### config.mk
export PLATFORM = sky130hd
export DESIGN_NAME = uart_top
export DESIGN_NICKNAME = d
export VERILOG_FILES = /design/src/logic/uart_pkg.sv /design/src/logic/uart_top.sv /design/src/logic/uart_apb_regs.sv /design/src/logic/uart_rx.sv /design/src/logic/uart_tx.sv /design/src/logic/uart_fifo.sv /design/src/logic/uart_baud_gen.sv
export SDC_FILE = /design/constraint.sdc
export NUM_CORES = 1
export LEC_CHECK = 0
export ABC_AREA = 1
export BUFFER_PORTS_ARGS = -buffer_cell sky130_fd_sc_hd__buf_4
export CAP_MARGIN = 20
export CORE_MARGIN = 10
export CORE_UTILIZATION = 45
export CTS_CLUSTER_SIZE = 30
export DETAILED_ROUTE_END_ITERATION = 16
export PLACE_DENSITY = 0.67
export SLEW_MARGIN = 20
export SYNTH_ARGS = -nofsm -noshare
export SYNTH_HDL_FRONTEND = slang
export SYNTH_SLANG_ARGS = --single-unit
export TNS_END_PERCENT = 50
### constraint.sdc
create_clock -name clk -period 2 [get_ports clk]
set_input_delay 0.1 -clock clk [delete_from_list [all_inputs] [get_ports clk]]
set_output_delay 0.1 -clock clk [all_outputs]
set_load 0.02 [all_outputs]
### src/logic/uart_pkg.sv
// ==================================================
// Register map, bus records and widths shared by
// the UART blocks and the testbench
// ==================================================
package uart_pkg;

    localparam int DIV_W      = 16;  // Baud divisor width
    localparam int OVERSAMPLE = 16;  // Ticks per bit

    // Register offsets, byte addressed
    localparam logic [3:0] ADDR_DATA   = 4'd0;
    localparam logic [3:0] ADDR_STATUS = 4'd4;
    localparam logic [3:0] ADDR_DIV_LO = 4'd8;
    localparam logic [3:0] ADDR_DIV_HI = 4'd12;

    typedef struct packed {
        logic       psel;
        logic       penable;
        logic       pwrite;
        logic [3:0] paddr;
        logic [7:0] pwdata;
    } apb_req_t;

    typedef struct packed {
        logic [7:0] prdata;
        logic       pready;
        logic       pslverr;
    } apb_rsp_t;

    // One received character
    typedef struct packed {
        logic [7:0] data;
        logic       frame_err;  // Stop bit was low
    } rx_frame_t;

    // Bit 0 is tx_empty
    typedef struct packed {
        logic [1:0] pad;
        logic       frame_err;  // Head of RX FIFO
        logic       overrun;    // Sticky, cleared by STATUS read
        logic       rx_full;
        logic       rx_avail;
        logic       tx_full;
        logic       tx_empty;
    } uart_status_t;

endpackage
### src/logic/uart_top.sv
// ==================================================
// UART top level with APB port and serial line, ties
// the baud source, FIFOs, TX, RX and registers
// ==================================================
`timescale 1ns/1ns

module uart_top #(
    parameter int FIFO_DEPTH_LOG2 = 3,
    parameter int DEFAULT_DIV     = 325
) (
    input  logic               clk,
    input  logic               rst,
    input  uart_pkg::apb_req_t apb_req,
    output uart_pkg::apb_rsp_t apb_rsp,
    input  logic               rxd,
    output logic               txd
);

    logic                       tick;
    logic [uart_pkg::DIV_W-1:0] divisor;

    // TX path
    logic tx_push;
    byte  tx_wdata;
    logic tx_pop;
    byte  tx_head;
    logic tx_empty;
    logic tx_full;

    // RX path
    logic                rx_push;
    uart_pkg::rx_frame_t rx_frame;
    logic                rx_pop;
    uart_pkg::rx_frame_t rx_head;
    logic                rx_empty;
    logic                rx_full;

    uart_baud_gen i_baud_gen (
        .clk(clk), .rst(rst), .divisor(divisor), .tick(tick)
    );

    uart_fifo #(.payload_t(byte), .DEPTH_LOG2(FIFO_DEPTH_LOG2)) i_tx_fifo (
        .clk(clk), .rst(rst),
        .push(tx_push), .wr_data(tx_wdata), .pop(tx_pop),
        .rd_data(tx_head), .empty(tx_empty), .full(tx_full)
    );

    uart_fifo #(.payload_t(uart_pkg::rx_frame_t), .DEPTH_LOG2(FIFO_DEPTH_LOG2)) i_rx_fifo (
        .clk(clk), .rst(rst),
        .push(rx_push), .wr_data(rx_frame), .pop(rx_pop),
        .rd_data(rx_head), .empty(rx_empty), .full(rx_full)
    );

    uart_tx i_tx (
        .clk(clk), .rst(rst), .tick(tick),
        .fifo_empty(tx_empty), .fifo_data(tx_head), .fifo_pop(tx_pop), .txd(txd)
    );

    uart_rx i_rx (
        .clk(clk), .rst(rst), .tick(tick), .rxd(rxd), .push(rx_push), .frame(rx_frame)
    );

    uart_apb_regs #(.DEFAULT_DIV(DEFAULT_DIV)) i_regs (
        .clk(clk), .rst(rst), .apb_req(apb_req), .apb_rsp(apb_rsp),
        .tx_full(tx_full), .tx_empty(tx_empty), .tx_push(tx_push), .tx_wdata(tx_wdata),
        .rx_empty(rx_empty), .rx_full(rx_full), .rx_head(rx_head),
        .rx_push_seen(rx_push), .rx_pop(rx_pop), .divisor(divisor)
    );

endmodule

### src/logic/uart_apb_regs.sv
// ==================================================
// Zero-wait APB slave for data, status and divisor
// registers, also tracks receive overrun
// ==================================================
`timescale 1ns/1ns

module uart_apb_regs #(
    parameter int DEFAULT_DIV = 325
) (
    input  logic                       clk,
    input  logic                       rst,
    input  uart_pkg::apb_req_t         apb_req,
    output uart_pkg::apb_rsp_t         apb_rsp,
    input  logic                       tx_full,
    input  logic                       tx_empty,
    output logic                       tx_push,
    output byte                        tx_wdata,
    input  logic                       rx_empty,
    input  logic                       rx_full,
    input  uart_pkg::rx_frame_t        rx_head,
    input  logic                       rx_push_seen,
    output logic                       rx_pop,
    output logic [uart_pkg::DIV_W-1:0] divisor
);

    localparam logic [uart_pkg::DIV_W-1:0] RESET_DIV = DEFAULT_DIV[uart_pkg::DIV_W-1:0];

    logic                   access;
    logic                   wr;
    logic                   rd;
    logic                   err;
    logic                   overrun;
    uart_pkg::uart_status_t status;

    assign access = apb_req.psel && apb_req.penable;
    assign wr     = access && apb_req.pwrite;
    assign rd     = access && !apb_req.pwrite;

    assign status.pad       = 2'b00;
    assign status.frame_err = !rx_empty && rx_head.frame_err;
    assign status.overrun   = overrun;
    assign status.rx_full   = rx_full;
    assign status.rx_avail  = !rx_empty;
    assign status.tx_full   = tx_full;
    assign status.tx_empty  = tx_empty;

    // FIFO side effects, refused accesses touch nothing
    assign tx_push  = wr && (apb_req.paddr == uart_pkg::ADDR_DATA) && !tx_full;
    assign tx_wdata = apb_req.pwdata;
    assign rx_pop   = rd && (apb_req.paddr == uart_pkg::ADDR_DATA) && !rx_empty;

    always_comb begin
        case (apb_req.paddr)
            uart_pkg::ADDR_DATA: begin
                apb_rsp.prdata = rx_head.data;
                err            = apb_req.pwrite ? tx_full : rx_empty;
            end
            uart_pkg::ADDR_STATUS: begin
                apb_rsp.prdata = status;
                err            = apb_req.pwrite;  // Read only
            end
            uart_pkg::ADDR_DIV_LO: begin
                apb_rsp.prdata = divisor[7:0];
                err            = 1'b0;
            end
            uart_pkg::ADDR_DIV_HI: begin
                apb_rsp.prdata = divisor[15:8];
                err            = 1'b0;
            end
            default: begin
                apb_rsp.prdata = 8'h00;
                err            = 1'b1;  // Unmapped
            end
        endcase
    end

    assign apb_rsp.pready  = 1'b1;  // No wait states
    assign apb_rsp.pslverr = access && err;

    always_ff @(posedge clk or posedge rst) begin
        if (rst) begin
            divisor <= RESET_DIV;
            overrun <= 1'b0;
        end else begin
            if (wr && (apb_req.paddr == uart_pkg::ADDR_DIV_LO)) begin
                divisor[7:0] <= apb_req.pwdata;
            end
            if (wr && (apb_req.paddr == uart_pkg::ADDR_DIV_HI)) begin
                divisor[15:8] <= apb_req.pwdata;
            end
            if (rd && (apb_req.paddr == uart_pkg::ADDR_STATUS)) begin
                overrun <= 1'b0;  // Cleared after being returned
            end
            if (rx_push_seen && rx_full) begin
                overrun <= 1'b1;  // A new drop wins over the clear
            end
        end
    end

endmodule

### src/logic/uart_rx.sv
// ==================================================
// 8N1 deserializer with input synchronizer and mid-bit
// sampling, pushes one frame record per character
// ==================================================
`timescale 1ns/1ns

module uart_rx (
    input  logic                clk,
    input  logic                rst,
    input  logic                tick,
    input  logic                rxd,
    output logic                push,
    output uart_pkg::rx_frame_t frame
);

    localparam logic [3:0] LAST_TICK = 4'(uart_pkg::OVERSAMPLE - 1);
    localparam logic [3:0] MID_TICK  = 4'(uart_pkg::OVERSAMPLE / 2 - 1);

    typedef enum logic [1:0] {ST_IDLE, ST_START, ST_DATA, ST_STOP} state_t;

    logic       rxd_meta;
    logic       rxd_sync;
    state_t     state;
    logic [3:0] tick_cnt;
    logic [2:0] bit_idx;
    logic [7:0] shift;
    logic       sample_bit;
    logic       frame_done;

    // Counter is realigned to the start-bit midpoint, so wrap lands mid-bit
    assign sample_bit = (state == ST_DATA) && tick && (tick_cnt == LAST_TICK);
    assign frame_done = (state == ST_STOP) && tick && (tick_cnt == LAST_TICK);

    always_ff @(posedge clk or posedge rst) begin
        if (rst) begin
            rxd_meta <= 1'b1;
            rxd_sync <= 1'b1;
        end else begin
            rxd_meta <= rxd;
            rxd_sync <= rxd_meta;
        end
    end

    always_ff @(posedge clk or posedge rst) begin
        if (rst) begin
            state    <= ST_IDLE;
            tick_cnt <= '0;
            bit_idx  <= '0;
            push     <= 1'b0;
        end else begin
            push <= frame_done;  // Pushed even when a framing error is seen
            case (state)
                ST_IDLE: begin
                    if (!rxd_sync) begin
                        state    <= ST_START;
                        tick_cnt <= '0;
                    end
                end
                ST_START: begin
                    if (tick) begin
                        if (tick_cnt != MID_TICK) begin
                            tick_cnt <= tick_cnt + 1'b1;
                        end else if (rxd_sync) begin
                            state <= ST_IDLE;  // Glitch, not a start bit
                        end else begin
                            state    <= ST_DATA;
                            tick_cnt <= '0;
                            bit_idx  <= '0;
                        end
                    end
                end
                ST_DATA: begin
                    if (tick) begin
                        tick_cnt <= tick_cnt + 1'b1;
                    end
                    if (sample_bit) begin
                        bit_idx <= bit_idx + 1'b1;
                        if (bit_idx == 3'd7) begin
                            state <= ST_STOP;
                        end
                    end
                end
                default: begin
                    if (tick) begin
                        tick_cnt <= tick_cnt + 1'b1;
                    end
                    if (frame_done) begin
                        state <= ST_IDLE;  // Ready for the next start edge
                    end
                end
            endcase
        end
    end

    always_ff @(posedge clk) begin
        if (sample_bit) begin
            shift <= {rxd_sync, shift[7:1]};  // LSB first
        end
        if (frame_done) begin
            frame.data      <= shift;
            frame.frame_err <= !rxd_sync;
        end
    end

endmodule

### src/logic/uart_tx.sv
// ==================================================
// 8N1 serializer, pulls bytes from the TX FIFO and
// sends them LSB first at 16 ticks per bit
// ==================================================
`timescale 1ns/1ns

module uart_tx (
    input  logic clk,
    input  logic rst,
    input  logic tick,
    input  logic fifo_empty,
    input  byte  fifo_data,
    output logic fifo_pop,
    output logic txd
);

    localparam logic [3:0] LAST_TICK = 4'(uart_pkg::OVERSAMPLE - 1);
    localparam logic [3:0] MID_TICK  = 4'(uart_pkg::OVERSAMPLE / 2 - 1);

    typedef enum logic [1:0] {ST_IDLE, ST_START, ST_DATA, ST_STOP} state_t;

    state_t     state;
    logic [3:0] tick_cnt;
    logic [2:0] bit_idx;
    logic [7:0] shift;
    logic       next_ready;  // Next byte loaded during stop bit
    logic       bit_end;

    assign bit_end = tick && (tick_cnt == LAST_TICK);

    // Pop from idle, or at the stop-bit midpoint for back-to-back frames
    assign fifo_pop = tick && !fifo_empty &&
                      ((state == ST_IDLE) ||
                       ((state == ST_STOP) && (tick_cnt == MID_TICK)));

    always_ff @(posedge clk) begin
        if (fifo_pop) begin
            shift <= fifo_data;
        end else if (bit_end && ((state == ST_START) || (state == ST_DATA))) begin
            shift <= {1'b0, shift[7:1]};
        end
    end

    always_ff @(posedge clk or posedge rst) begin
        if (rst) begin
            state      <= ST_IDLE;
            tick_cnt   <= '0;
            bit_idx    <= '0;
            next_ready <= 1'b0;
            txd        <= 1'b1;  // Line idles high
        end else begin
            if (tick) begin
                tick_cnt <= tick_cnt + 1'b1;  // Wraps every bit
            end
            case (state)
                ST_IDLE: begin
                    if (fifo_pop) begin
                        state    <= ST_START;
                        tick_cnt <= '0;
                        txd      <= 1'b0;
                    end
                end
                ST_START: begin
                    if (bit_end) begin
                        state   <= ST_DATA;
                        bit_idx <= '0;
                        txd     <= shift[0];
                    end
                end
                ST_DATA: begin
                    if (bit_end) begin
                        if (bit_idx == 3'd7) begin
                            state <= ST_STOP;
                            txd   <= 1'b1;
                        end else begin
                            bit_idx <= bit_idx + 1'b1;
                            txd     <= shift[0];  // Already shifted down
                        end
                    end
                end
                default: begin
                    if (fifo_pop) begin
                        next_ready <= 1'b1;
                    end
                    if (bit_end) begin
                        next_ready <= 1'b0;
                        state      <= next_ready ? ST_START : ST_IDLE;
                        txd        <= !next_ready;
                    end
                end
            endcase
        end
    end

endmodule

### src/logic/uart_fifo.sv
// ==================================================
// First-word fall-through FIFO, payload type set per
// instance (bytes for TX, frame records for RX)
// ==================================================
`timescale 1ns/1ns

module uart_fifo #(
    parameter type payload_t  = logic [7:0],
    parameter int  DEPTH_LOG2 = 3
) (
    input  logic     clk,
    input  logic     rst,
    input  logic     push,
    input  payload_t wr_data,
    input  logic     pop,
    output payload_t rd_data,
    output logic     empty,
    output logic     full
);

    localparam int DEPTH = 2 ** DEPTH_LOG2;

    payload_t mem [DEPTH];

    // Extra MSB tells a full buffer from an empty one
    logic [DEPTH_LOG2:0] wr_ptr;
    logic [DEPTH_LOG2:0] rd_ptr;
    logic                do_push;
    logic                do_pop;

    assign empty = (wr_ptr == rd_ptr);
    assign full  = (wr_ptr[DEPTH_LOG2] != rd_ptr[DEPTH_LOG2]) &&
                   (wr_ptr[DEPTH_LOG2-1:0] == rd_ptr[DEPTH_LOG2-1:0]);

    assign do_push = push && !full;   // Illegal requests dropped
    assign do_pop  = pop && !empty;

    assign rd_data = mem[rd_ptr[DEPTH_LOG2-1:0]];  // Head visible before pop

    always_ff @(posedge clk or posedge rst) begin
        if (rst) begin
            wr_ptr <= '0;
            rd_ptr <= '0;
        end else begin
            if (do_push) begin
                wr_ptr <= wr_ptr + 1'b1;
            end
            if (do_pop) begin
                rd_ptr <= rd_ptr + 1'b1;
            end
        end
    end

    always_ff @(posedge clk) begin
        if (do_push) begin
            mem[wr_ptr[DEPTH_LOG2-1:0]] <= wr_data;
        end
    end

endmodule

### src/logic/uart_baud_gen.sv
// ==================================================
// Oversampling tick source, one pulse every divisor
// clocks, feeding both the transmitter and receiver
// ==================================================
`timescale 1ns/1ns

module uart_baud_gen (
    input  logic                       clk,
    input  logic                       rst,
    input  logic [uart_pkg::DIV_W-1:0] divisor,
    output logic                       tick
);

    logic [uart_pkg::DIV_W-1:0] cnt;

    // Reload at 1 or 0, so a zero divisor behaves like 1
    always_ff @(posedge clk or posedge rst) begin
        if (rst) begin
            cnt  <= '0;
            tick <= 1'b0;
        end else if (cnt <= 1) begin
            cnt  <= divisor;  // New divisor picked up here
            tick <= 1'b1;
        end else begin
            cnt  <= cnt - 1'b1;
            tick <= 1'b0;
        end
    end

endmodule

After elaboration in Yosys (flattened, before gate mapping) --
Memories as Yosys holds them, arrays and structs flattened. Index checks and enable logic that the tools add are counted.
Cells by class: add/subtract/negate cells 9, order comparisons 1, equal/unequal tests 32, multiplexer cells 53, bitwise logic cells 1, reduce and logical (&&, ||, !) cells 57
Operators with widths (count):
- $pmux W8 S4 | 1
- $logic_and A1 B1 Y1 | 28
- $mux W4 | 7
- $add A4 B1 Y4 const B | 6
- $mux W2 | 12
- $mux W3 | 7
- $eq A4 B4 Y1 const B | 4
- $le A16 B1 Y1 const B | 1
- $mux W1 | 16
- $mux W16 | 1
- $mux W8 | 2
- $ne A2 B2 Y1 const B | 8
- $sub A16 B1 Y16 const B | 1
- $reduce_bool A2 Y1 | 7
- $pmux W2 S3 | 2
- $pmux W3 S2 | 2
- $reduce_and A5 Y1 | 2
- $eq A2 B2 Y1 const B | 4
- $eq A4 B3 Y1 const B | 2
- $eq A4 B4 Y1 | 2
- $pmux W4 S2 | 1
- $reduce_and A4 Y1 | 2
- $logic_not A1 Y1 | 7
- $add A3 B1 Y3 const B | 2
- other kinds (16) | 26
Storage, ports and cells: register bits 98, memory bits (writable) 136, input port bits 18, output and inout bits 11, logic and storage cells 179, memories 2
Memories:
- i_rx_fifo.mem | words 8, bits a word 9, rd ports 1, clocked after Yosys merged registers in 0, write ports 1, line uart_fifo.sv:23 | payload_t mem [DEPTH];
- i_tx_fifo.mem | words 8, bits a word 8, rd ports 1, clocked after Yosys merged registers in 0, write ports 1, line uart_fifo.sv:23

Logic depth before layout (Yosys ltp) --
Gate-level depths: netlist (run 1).
depth in word-level cells 7, gate-level depth with buffers 12

Hierarchy --
A second synthesis (run 1) with hierarchy kept.
Unflattened totals: cell total of the unflattened synthesis 1116, area, all modules 11018.1 µm²
Modules (own cells, without submodules):
- uart_fifo (i_rx_fifo) | times used 1, cells each 290, area each 3365.7 µm², sequential area each 2362.3 µm²
- uart_fifo (i_tx_fifo) | times used 1, cells each 268, area each 3055.4 µm², sequential area each 2122.0 µm²
- uart_apb_regs | times used 1, cells each 170, area each 1228.7 µm², sequential area each 430.4 µm²
- uart_rx | times used 1, cells each 103, area each 1209.9 µm², sequential area each 813.3 µm²
- uart_baud_gen | times used 1, cells each 164, area each 1129.8 µm², sequential area each 425.4 µm²
- uart_tx | times used 1, cells each 121, area each 1028.5 µm², sequential area each 516.7 µm²

Worst setup path before layout (run 1) --
Ideal clock, no wire load.
path type flip-flop to flip-flop, from reg i_tx_fifo.rd_ptr[0], to mem i_tx_fifo.mem[1][0] (netlist bit) (enable), data arrival time 1.519 ns, required time 1.630 ns, slack 0.111 ns, cell stages (with the launch flop) 11, buffers on the path 1, path through dfrtp_1 buf_4 inv_4 nand2_1 nand2_1 nor2_4 nand3_1 nand3_2 inv_2 nand2_1 nor2_1
Between the ends: cells in the longest elaborated chain, start to end 7
RTL lines:
- from (decl) | line uart_fifo.sv:27 | logic [DEPTH_LOG2:0] rd_ptr;
- from (signal assigned) | line uart_fifo.sv:49 | rd_ptr <= rd_ptr + 1'b1;
- $eq A3 B3 Y1 (*) | line uart_fifo.sv:33 | (wr_ptr[DEPTH_LOG2-1:0] == rd_ptr[DEPTH_LOG2-1:0]);
- $logic_and A1 B1 Y1 (*) | line uart_fifo.sv:32 | assign full = (wr_ptr[DEPTH_LOG2] != rd_ptr[DEPTH_LOG2]) &&
- $logic_not A1 Y1 (*) | line uart_apb_regs.sv:48, uart_fifo.sv:35
- $logic_and A1 B1 Y1 | line uart_apb_regs.sv:48 | assign tx_push = wr && (apb_req.paddr == uart_pkg::ADDR_DATA) && !tx_full;
- $logic_and A1 B1 Y1 (*) | line uart_fifo.sv:35 | assign do_push = push && !full;
- $mux W1 (*) | line uart_fifo.sv:55 | if (do_push) begin
- $mux W1 (implied by the code) (*) | line uart_fifo.sv:56 | mem[wr_ptr[DEPTH_LOG2-1:0]] <= wr_data;
- to (decl) | line uart_fifo.sv:23
Every way passes the cells marked *; elsewhere a longest branch is shown, timed or not.

==> results of run 1 <==
area by class of cell:
type	instances	area (sq um)	area share (%)
multi-input cells	648	3210	26.3
inverters	91	350	2.87
clock buffers	34	669	5.48
clock inverters	12	134	1.10
well taps	285	357	2.92
repair buffers	87	818	6.70
flip-flops and latches	234	6680	54.7
registers in the layout, summed over array words and instances, names as in the netlist, 4 cells and up:
signal	flops
i_regs.divisor	16
i_rx.tick_cnt	4
i_tx_fifo.rd_ptr	4
i_tx_fifo.mem	64
i_tx.shift	8
i_rx_fifo.mem	72
i_tx.tick_cnt	4
i_rx.shift	8
i_rx_fifo.wr_ptr	4
i_rx_fifo.rd_ptr	4
i_rx.frame	9
i_baud_gen.cnt	16
i_tx_fifo.wr_ptr	4
final timing paths:
check	from	to	slack, ns	depth (start not counted)
min	apb_req[12]	i_regs.overrun	0.04	5
max in group asynchronous	rst	i_rx.rxd_sync	1.42	4
min reg2reg	i_rx.rxd_meta	i_rx.rxd_sync	0.35	0
max reg2reg	i_rx_fifo.rd_ptr[0]	i_rx_fifo.mem[5][1]	0.06	10
max	i_rx_fifo.rd_ptr[0]	apb_rsp[7]	-0.14	9
min in group asynchronous	rst	i_tx.state[0]	0.22	4
worst register-to-register path: stages, from the launching register on:
cell and delay (ns):
sky130_fd_sc_hd__dfrtp_2 0.48, sky130_fd_sc_hd__clkinv_4 0.12, sky130_fd_sc_hd__nand2_1 0.07, sky130_fd_sc_hd__nand2_2 0.10, sky130_fd_sc_hd__inv_1 0.05, sky130_fd_sc_hd__nand3_1 0.10
sky130_fd_sc_hd__nand2_1 0.13, sky130_fd_sc_hd__inv_2 0.13, sky130_fd_sc_hd__nand2_1 0.11, sky130_fd_sc_hd__nor2_1 0.17, sky130_fd_sc_hd__buf_4 0.20
cells in the final DEF, fill, tap and decap left out, types with 27 or more instances in the layout:
cell type,netlist,routed
sky130_fd_sc_hd__inv_1,80,77
sky130_fd_sc_hd__nor2_1,156,149
sky130_fd_sc_hd__edfxtp_1,161,161
sky130_fd_sc_hd__nand2_1,200,197
sky130_fd_sc_hd__clkbuf_16,0,27
sky130_fd_sc_hd__dfrtp_1,66,62
sky130_fd_sc_hd__nand3_1,35,34
sky130_fd_sc_hd__o21ai_0,138,108
sky130_fd_sc_hd__o21ai_1,7,27
sky130_fd_sc_hd__buf_4,5,60
cells by family after synthesis:
kind of cell / count (synthesis)
mux: 1
simple gates: 422
flops: 234
compound gates: 191
xor+xnor: 17
other cells: 1
buf+inv: 123
fa+ha+maj: 16
power breakdown:
group	switching [mW]	leakage, nW	internal (mW)	total (mW)
combinational	1.13	2.19	0.791	1.92
clock	1.83	0.394	2.73	4.55
sequential	0.279	2.35	5.45	5.73
total	3.24	4.93	8.96	12.2
stage by stage:
stage                     instances  setup slack (ns)
after floorplan                1005            0.0583
after global placement         1322             0.171
after detailed placement       1322             0.103
after CTS                      1383            -0.149
after global routing           1391            -0.204
final                          1391            -0.144
routing by layer:
metal / vias to the layer above / track usage [%] / part of all wire (%)
li1: 3568 / - / -
met1: 3415 / 21.7 / 46
met2: 221 / 24.4 / 46
met3: 33 / 2.38 / 5.6
met4: 0 / 5.18 / 2.1
met5: - / 0 / 0
timing repair:
item | in CTS | in global routing
hold buffers | 12 | 0
setup endpoints to repair | 9 | 47
gates cloned | 1 | 4
buffers inserted | 2 | 4
gates resized for setup | 32 | 43
pin swaps | 2 | 12
endpoints found under the hold margin | 155 | 0
==> results.md, run 1 <==
CTS:
- The clock root buffer master is sky130_fd_sc_hd__clkbuf_16.
- Clock-pin slew was measured on the worst setup and hold paths at 0.06 ns.
- The count of clock tree sinks is 234.
- In this run the number of H-tree levels came out at 1.
- In this run, CTS created clock tree buffers numbering 25.
- The CTS tree is built.
- At the later pin of the worst-skew pair, clock insertion delay measures 0.52 ns.
- The buffer depth of the longest clock path is 3.

Setup path:
- The slowest library cell on the worst path is sky130_fd_sc_hd__dfrtp_2.
- The critical path goes through buf_12 > clkbuf_16 > nor2_4 > nor2_1 > o21ai_1 > o211ai_1 > nand3_1 > nand3b_1 > buf_6.
- The nature of the critical path endpoint is a primary output.
- The kind of critical path is reg -> out.
- The cell family contributing the most delay on the critical path is flip-flops.
- The type of origin of the critical path is a flip-flop.
- The arrival time reported for the critical path endpoint is 2.04 ns.
- The peak per-stage delay on the critical path is 0.48 ns.
- The worst path buffer plus inverter count is 3.
- The highest net fanout along the worst path is 5.
- The required time at the endpoint of the critical path is 1.90 ns.

Die:
- The effective utilization at floorplan is 45.6%.
- Pin placement for this block handled 29 I/O pins.
- The core outline area is 0.0226 sq mm.
- The die width is 171 um.
- The die covers 0.0294 sq mm.
- The floorplan has 55 rows.
- From bottom edge to top edge, the die measures 171 um.

STA:
- The setup slack after layout is -0.144 ns.
- The total negative slack is -0.866 ns.
- Setup repair after global routing could not meet its margin everywhere.
- At the pin with the least slew margin, the transition time is 0.587 ns.
- The final count of hold timing violations was 0.
- The clock arrives with 0.0100 ns of skew.
- The worst pin sits at a relative slew slack of 60.7%.
- Across all hold checks on the routed design, the worst slack comes to 0.0397 ns.
- Setup violations remaining at the end of the flow were counted as 9.
- The maximum achievable frequency is 466 MHz.
- The post-route minimum period is 2.14 ns.
- The number of max-slew violations in the final report is 0.
- Of the available clock period, the critical path in the final layout requires 107%.

GRT:
- The first global-routing pass estimated 36,500 um of wire.
- Entering global routing, the biggest net connects 74 pins.
- The total overflow reported by the global router is 0.
- Across every metal layer, demand over resource in global routing totals 15.6%.
- The via count of the first global-routing pass is 6,824.
- The number of antenna violations at the first check in global routing is 0.

Place:
- The count of buffers added on input and output ports is 27.
- Routability-driven placement finished with a final weighted congestion of 0.886.
- The total placed instance area is 0.0110 sq mm.
- The HPWL after detailed placement is 15,300 um.

Synth:
- The most common cell in the synthesized netlist is sky130_fd_sc_hd__nand2_1.
- The synthesized design contains 161 enable-type register cells.
- Summing the areas of all compound-gate instances in the mapped netlist gives 9.91% of the synthesized area.
- The synthesized instance count is 1,005.
- The mean post-synth cell area is 10.3 sq um.
- Of all flip-flops after synthesis, the portion carrying an async set or reset was 31.2%.
- The commonest cells after synthesis are sky130_fd_sc_hd__nand2_1, sky130_fd_sc_hd__edfxtp_1, sky130_fd_sc_hd__nor2_1.
- The fraction of the yosys area taken by sequential cells is 64.6%.
- By area, the combinational part of the netlist is dominated by simple AND/OR/NAND/NOR gates.
- After synthesis, the largest area contributor takes up 46.8% of total cell area.
- By area the synthesized netlist is led by sky130_fd_sc_hd__edfxtp_1, sky130_fd_sc_hd__dfrtp_1, sky130_fd_sc_hd__nand2_1, sky130_fd_sc_hd__o21ai_0, sky130_fd_sc_hd__nor2_1.
- Yosys printed 0 warnings.
- The number of nets in the synthesized netlist is 1,039.
- The flip-flop cell with the highest count after synthesis is sky130_fd_sc_hd__edfxtp_1.
- The netlist area before placement is 0.0103 sq mm.
- The synthesized netlist devotes 1.44% of its cell area to XOR and XNOR gates.
- Of the total synthesized cell area, the portion taken by AND, OR, NAND and NOR gates is 16.9%.
- Summed over all instances, the cell type with the most area after synthesis is sky130_fd_sc_hd__edfxtp_1.
- Multiplexer cells account for 0.0969% of the synthesized area.
- Of the total synthesized cell area, the portion taken by full adders, half adders and majority gates is 1.94%.
- The register bit count reported by yosys is 234.
- The number of distinct library cells after synthesis is 44.

Detailed routing:
- The detailed-routing iteration count for the pre-antenna-repair pass is 6.
- The total number of vias is 7,237.
- Using the TritonRoute via totals, the vias-per-cell ratio works out to 5.20.
- The total detailed-routing wirelength is 23,400 um.
- After detailed routing, the average wire length per cell comes to 16.8 um.
- The DRC violations left is 0.
- The antenna violation net count after detailed routing is 0.
- The iteration-0 DRC count of the detailed router is 593.

Cells and area:
- The net count of the finished layout is 1,121.
- With fillers left out, the area of the finished cells amounts to 0.0122 sq mm.
- From synthesis to final layout, the design area changed by 18.3%.
- The fraction of final layout cells sized beyond drive strength 1 is 15.8%.
- The repair_antennas step left the layout with diodes totalling 0.
- The post-route core utilization is 53.9%.
- The number of fill cells in the layout is 1,929.

Run:
- Across the run, the number of max-cap violations was 0.

Status:
- The run finished, with violations left.
- The final reports fail on negative setup slack.

Power:
- For this design the static power due to leakage is 4.93 nW.
- Across the VDD grid, the largest voltage drop is 0.691 mV.
- After layout, the design draws a total of 12.2 mW.
- For this design the ratio of total power to cell area is 999 mW/mm^2.

Worst hold path:
- The class of the most critical hold timing path is in -> reg.
Note: power is estimated with default switching activity, not from simulation.
==> run 2: changes to the inputs <==
--- a/config.mk
+++ b/config.mk
@@ -5,7 +5,6 @@
 export SDC_FILE = /design/constraint.sdc
 export NUM_CORES = 1
 export LEC_CHECK = 0
-export ABC_AREA = 1
 export BUFFER_PORTS_ARGS = -buffer_cell sky130_fd_sc_hd__buf_4
 export CAP_MARGIN = 20
 export CORE_MARGIN = 10
==> run 2 against run 1 <==
The flow still finishes with violations (negative setup slack); clock power grew 2%; flip-flop and latch count is the same; sequential share of layout area shrank 2.1 points; hold slack gained 0.14 ns; core utilization grew 2.5 points; cell area grew 4.0%; critical path type unchanged; critical endpoint unchanged; largest cell class unchanged; largest power group unchanged; highest routed layer unchanged.
==> results.md, run 2 <==
Status:
- The run finished, with violations left.
- The checks that failed: negative setup slack.

Synth:
- The netlist area before placement was 0.0102 sq mm (-1.2%).
- The mean post-synth cell area is 15.3 sq um (+49%).
- The number of nets produced by synthesis is 702 (-32%).
- The synthesized instance count is 668 (-34%).
- Of all cell types, the one taking the most synthesized area is sky130_fd_sc_hd__edfxtp_1.
- Ranked by total cell area, the synthesized netlist is headed by sky130_fd_sc_hd__edfxtp_1, sky130_fd_sc_hd__dfrtp_1, sky130_fd_sc_hd__mux4_2, sky130_fd_sc_hd__mux2_2, sky130_fd_sc_hd__mux2i_1.
- The register bit count reported by yosys was 234 (unchanged).
- The number of distinct library cells after synthesis is 61 (+39%).
- The fraction of registers with async set or reset after synthesis is 31.2% (unchanged).
- The area share of the leading cell type in the synthesized netlist came to 47.4% (+0.59 points).
- By count the netlist is led by sky130_fd_sc_hd__edfxtp_1, sky130_fd_sc_hd__dfrtp_1, sky130_fd_sc_hd__mux2_2.
- The fraction of the yosys area taken by sequential cells came to 65.4% (+0.81 points).
- sky130_fd_sc_hd__edfxtp_1 is the most common cell in the netlist.
- The flip-flop cell with the highest count after synthesis is sky130_fd_sc_hd__edfxtp_1.
- The number of enable flip-flop cells after synthesis is 161 (unchanged).
- The count of warnings emitted by yosys is 0 (unchanged).

Setup path:
- The arrival time reported for the critical path endpoint is 2.24 ns (+0.20 ns).
- The required time at the endpoint of the critical path came to 1.90 ns (about the same).
- The critical path is of the reg -> out type.
- STA classifies the critical path startpoint as a flip-flop.
- The setup slack of the most critical reg-to-reg path is -0.07 ns (-0.13 ns).
- The nature of the critical path endpoint is a primary output.
- The highest net fanout along the worst path came to 4 (-1).

CTS:
- The number of H-tree branching levels is 1 (unchanged).
- The buffer depth of the longest clock path is 3 (unchanged).
- The number of clock buffers inserted by TritonCTS is 24 (-4.0%).
- The clock transition at the registers of the reported paths is 0.06 ns (about the same).
- The CTS tree is built.
- The count of clock tree sinks is 234 (unchanged).
- The clock root buffer master is sky130_fd_sc_hd__clkbuf_16.
- The latest clock arrival within the worst-skew pair is 0.51 ns (about the same).

Power:
- The standby leakage power is 4.74 nW (-4.0%).
- The power per cell area is 917 mW/mm^2 (-8.3%).
- The worst ir drop on vdd came to 0.749 mV (+8.4%).
- The post-route total power was 11.6 mW (-4.6%).

Cells and area:
- The register area is 0.00667 sq mm (about the same).
- The number of flip-flops in the largest register is 72 (unchanged).
- The fraction of final layout cells sized beyond drive strength 1 is 36.5% (+21 points).
- The leading cell type in the layout, fill and taps excluded is sky130_fd_sc_hd__edfxtp_1.
- The count of non-filler cells in the finished layout is 1,091 (-22%).
- In the layout the commonest cells are sky130_fd_sc_hd__edfxtp_1, sky130_fd_sc_hd__buf_4, sky130_fd_sc_hd__dfrtp_1.
- The total inserted antenna cells is 0 (unchanged).
- The net count of the finished layout was 823 (-27%).
- The area taken by multi-input logic gates is 0.00367 sq mm (+14%).
- Relative to the synthesized area, the layout overhead comes to 24.6%.
- The final cell area excluding filler cells is 0.0127 sq mm (+4.0%).
- The number of fill cells in the layout was 1,703 (-12%).

STA:
- The headroom to the max-slew limit came to 54.6% (-6.1 points).
- The setup slack after layout is -0.340 ns (-0.196 ns).
- The total negative slack is -4.29 ns (-3.42 ns).
- The maximum achievable frequency was 427 MHz (-8.4%).
- The number of failing setup endpoints in the final timing report is 45 (+36).
- The transition time at the pin with the least slew margin came to 0.678 ns (+0.0908 ns).
- The number of max-slew violations in the final report was 0 (unchanged).
- The final clock skew is 0.0129 ns (+0.00282 ns).
- The post-route minimum period is 2.34 ns (+0.196 ns).
- Setup repair after global routing could not meet its margin everywhere.
- The final count of hold timing violations is 0 (unchanged).
- The final critical-path share of the clock period came to 117% (+9.8 points).

Detailed routing:
- The sum of met3 wire segment lengths after detailed routing was 952 um (-27%).
- The iteration-0 DRC count of the detailed router is 496 (-16%).
- The DRC violations left is 0 (unchanged).
- The antenna violation net count after detailed routing came to 0 (unchanged).
- The routed length on met1 is 9210 um (-15%).
- The total detailed-routing wirelength is 21,800 um (-6.8%).
- In this run the top signal layer used is met4.
- The detailed-route vias per instance is 5.55 (+6.6%).
- The routed wirelength normalized by instance count is 20.0 um (+19%).
- The total number of vias came to 6,051 (-16%).
- The detailed-routing iteration count for the pre-antenna-repair pass was 5 (-1).
- The total met2 wirelength after detailed routing is 11,000 um (+2.5%).

Place:
- The weighted congestion reported at the end of routability-driven placement is 0.849 (-4.2%).
- The HPWL after detailed placement is 14,500 um (-5.3%).
- The worst setup slack after placement is -0.116 ns (-0.219 ns).
- The number of placed cells counting well taps is 1,022 (-23%).
- The number of input and output port buffers inserted is 27 (unchanged).
- The total placed instance area is 0.0113 sq mm (+2.5%).

GRT:
- The aggregate global-route resource usage is 15.2% (-0.39 points).
- The via count of the first global-routing pass was 6,377 (-6.6%).
- The wire length of the first global-routing pass came to 35,100 um (-3.8%).
- The maximum number of pins on one net before global-route repair was 54 (-27%).
- The total overflow reported by the global router is 0 (unchanged).
- The number of antenna violations at the first check in global routing was 0 (unchanged).

Die:
- The core outline area is 0.0225 sq mm (-0.61%).
- The number of placed I/O pins is 29 (unchanged).
- The die area is 0.0291 sq mm (-1.1%).
- The die height is 171 um (-0.55%).
- The standard-cell row count was 55 (unchanged).
- The die width is 171 um (-0.55%).
- The effective utilization at floorplan is 45.3% (-0.29 points).

Worst hold path:
- The worst hold path belongs to the class in -> async.

Run:
- The total of max-cap violations was 0 (unchanged).
-- run 2: cell types whose count changed after synthesis, sizes merged, moves of 21 or more --
cell / previous run / this run
inv: 90 / 13
mux2: 0 / 57
mux2i: 1 / 22
mux4: 0 / 28
nand2: 208 / 37
nor2: 161 / 29
o21ai: 145 / 8
-- run 2: cell type report --
type | instances | share of cell area [%]
Inverter | 13 | 0.384
Timing Repair Buffer | 127 | 8.87
Clock inverter | 15 | 1.54
Sequential cell | 234 | 52.5
Clock buffer | 28 | 5.01
Tap cell | 285 | 2.81
Multi-Input combinational cell | 389 | 28.9
-- run 2: timing repair --
item / CTS / global route
pin swaps: 15 / 11
cloned: 1 / 0
hold buffers: 12 / 0
endpoints found under the setup margin: 53 / 85
gates resized for setup: 54 / 12
endpoints found under the hold margin: 102 / 0
buffers inserted: 8 / 5
-- run 2: routing by layer --
metal / GRT usage, % / up-vias
li1: - / 2801
met1: 19.2 / 3044
met2: 26.2 / 159
met3: 2.47 / 47
met4: 4.81 / 0
met5: 0 / -
-- run 2: through the flow --
stage	hold slack (ns)	util [%]
after floorplan	0.104	-
after global placement	0.145	50.1
after detailed placement	0.157	50.1
after CTS	0.157	55.9
after global routing	0.188	56.5
final	0.175	56.5
-- run 2: cell families (layout without fill, tap and decap cells) --
group	count (synthesis)	count (layout)	share of synthesized area [%]
mux	107	107	14.7
fa+ha+maj	16	16	1.96
flops	234	234	65.4
compound gates	67	67	4.59
simple gates	161	161	8.33
xor+xnor	37	37	3.18
other cells	1	1	0.0368
buf+inv	45	183	1.84
-- run 2: critical path, cell delays in order, from the launching register on --
cell                       delay (ns)
sky130_fd_sc_hd__dfrtp_1         0.42
sky130_fd_sc_hd__buf_8           0.15
sky130_fd_sc_hd__mux4_2          0.49
sky130_fd_sc_hd__mux2_4          0.30
sky130_fd_sc_hd__nand3_2         0.09
sky130_fd_sc_hd__o221ai_4        0.12
sky130_fd_sc_hd__buf_6           0.16
-- run 2: worst paths after layout --
| path | from | to | depth (start not counted) |
|---|---|---|---|
| worst max-delay path | i_rx_fifo.rd_ptr[0] | apb_rsp[7] | 6 |
| worst min-delay path | rst | i_tx.bit_idx[1] | 3 |
| worst max register to register | i_rx_fifo.rd_ptr[0] | i_rx_fifo.mem[6][2] | 7 |
| worst min register to register | i_rx.rxd_meta | i_rx.rxd_sync | 0 |
| max in group asynchronous | rst | i_regs.divisor[2] | 4 |
| min in group clk | apb_req[8] | i_tx_fifo.wr_ptr[2] | 6 |
-- run 2: power by group --
| group | leakage [nW] | internal [mW] | switching (mW) |
|---|---|---|---|
| logic | 1.95 | 0.678 | 0.625 |
| registers | 2.38 | 5.42 | 0.260 |
| clock network | 0.404 | 2.91 | 1.75 |
| total | 4.74 | 9.00 | 2.64 |
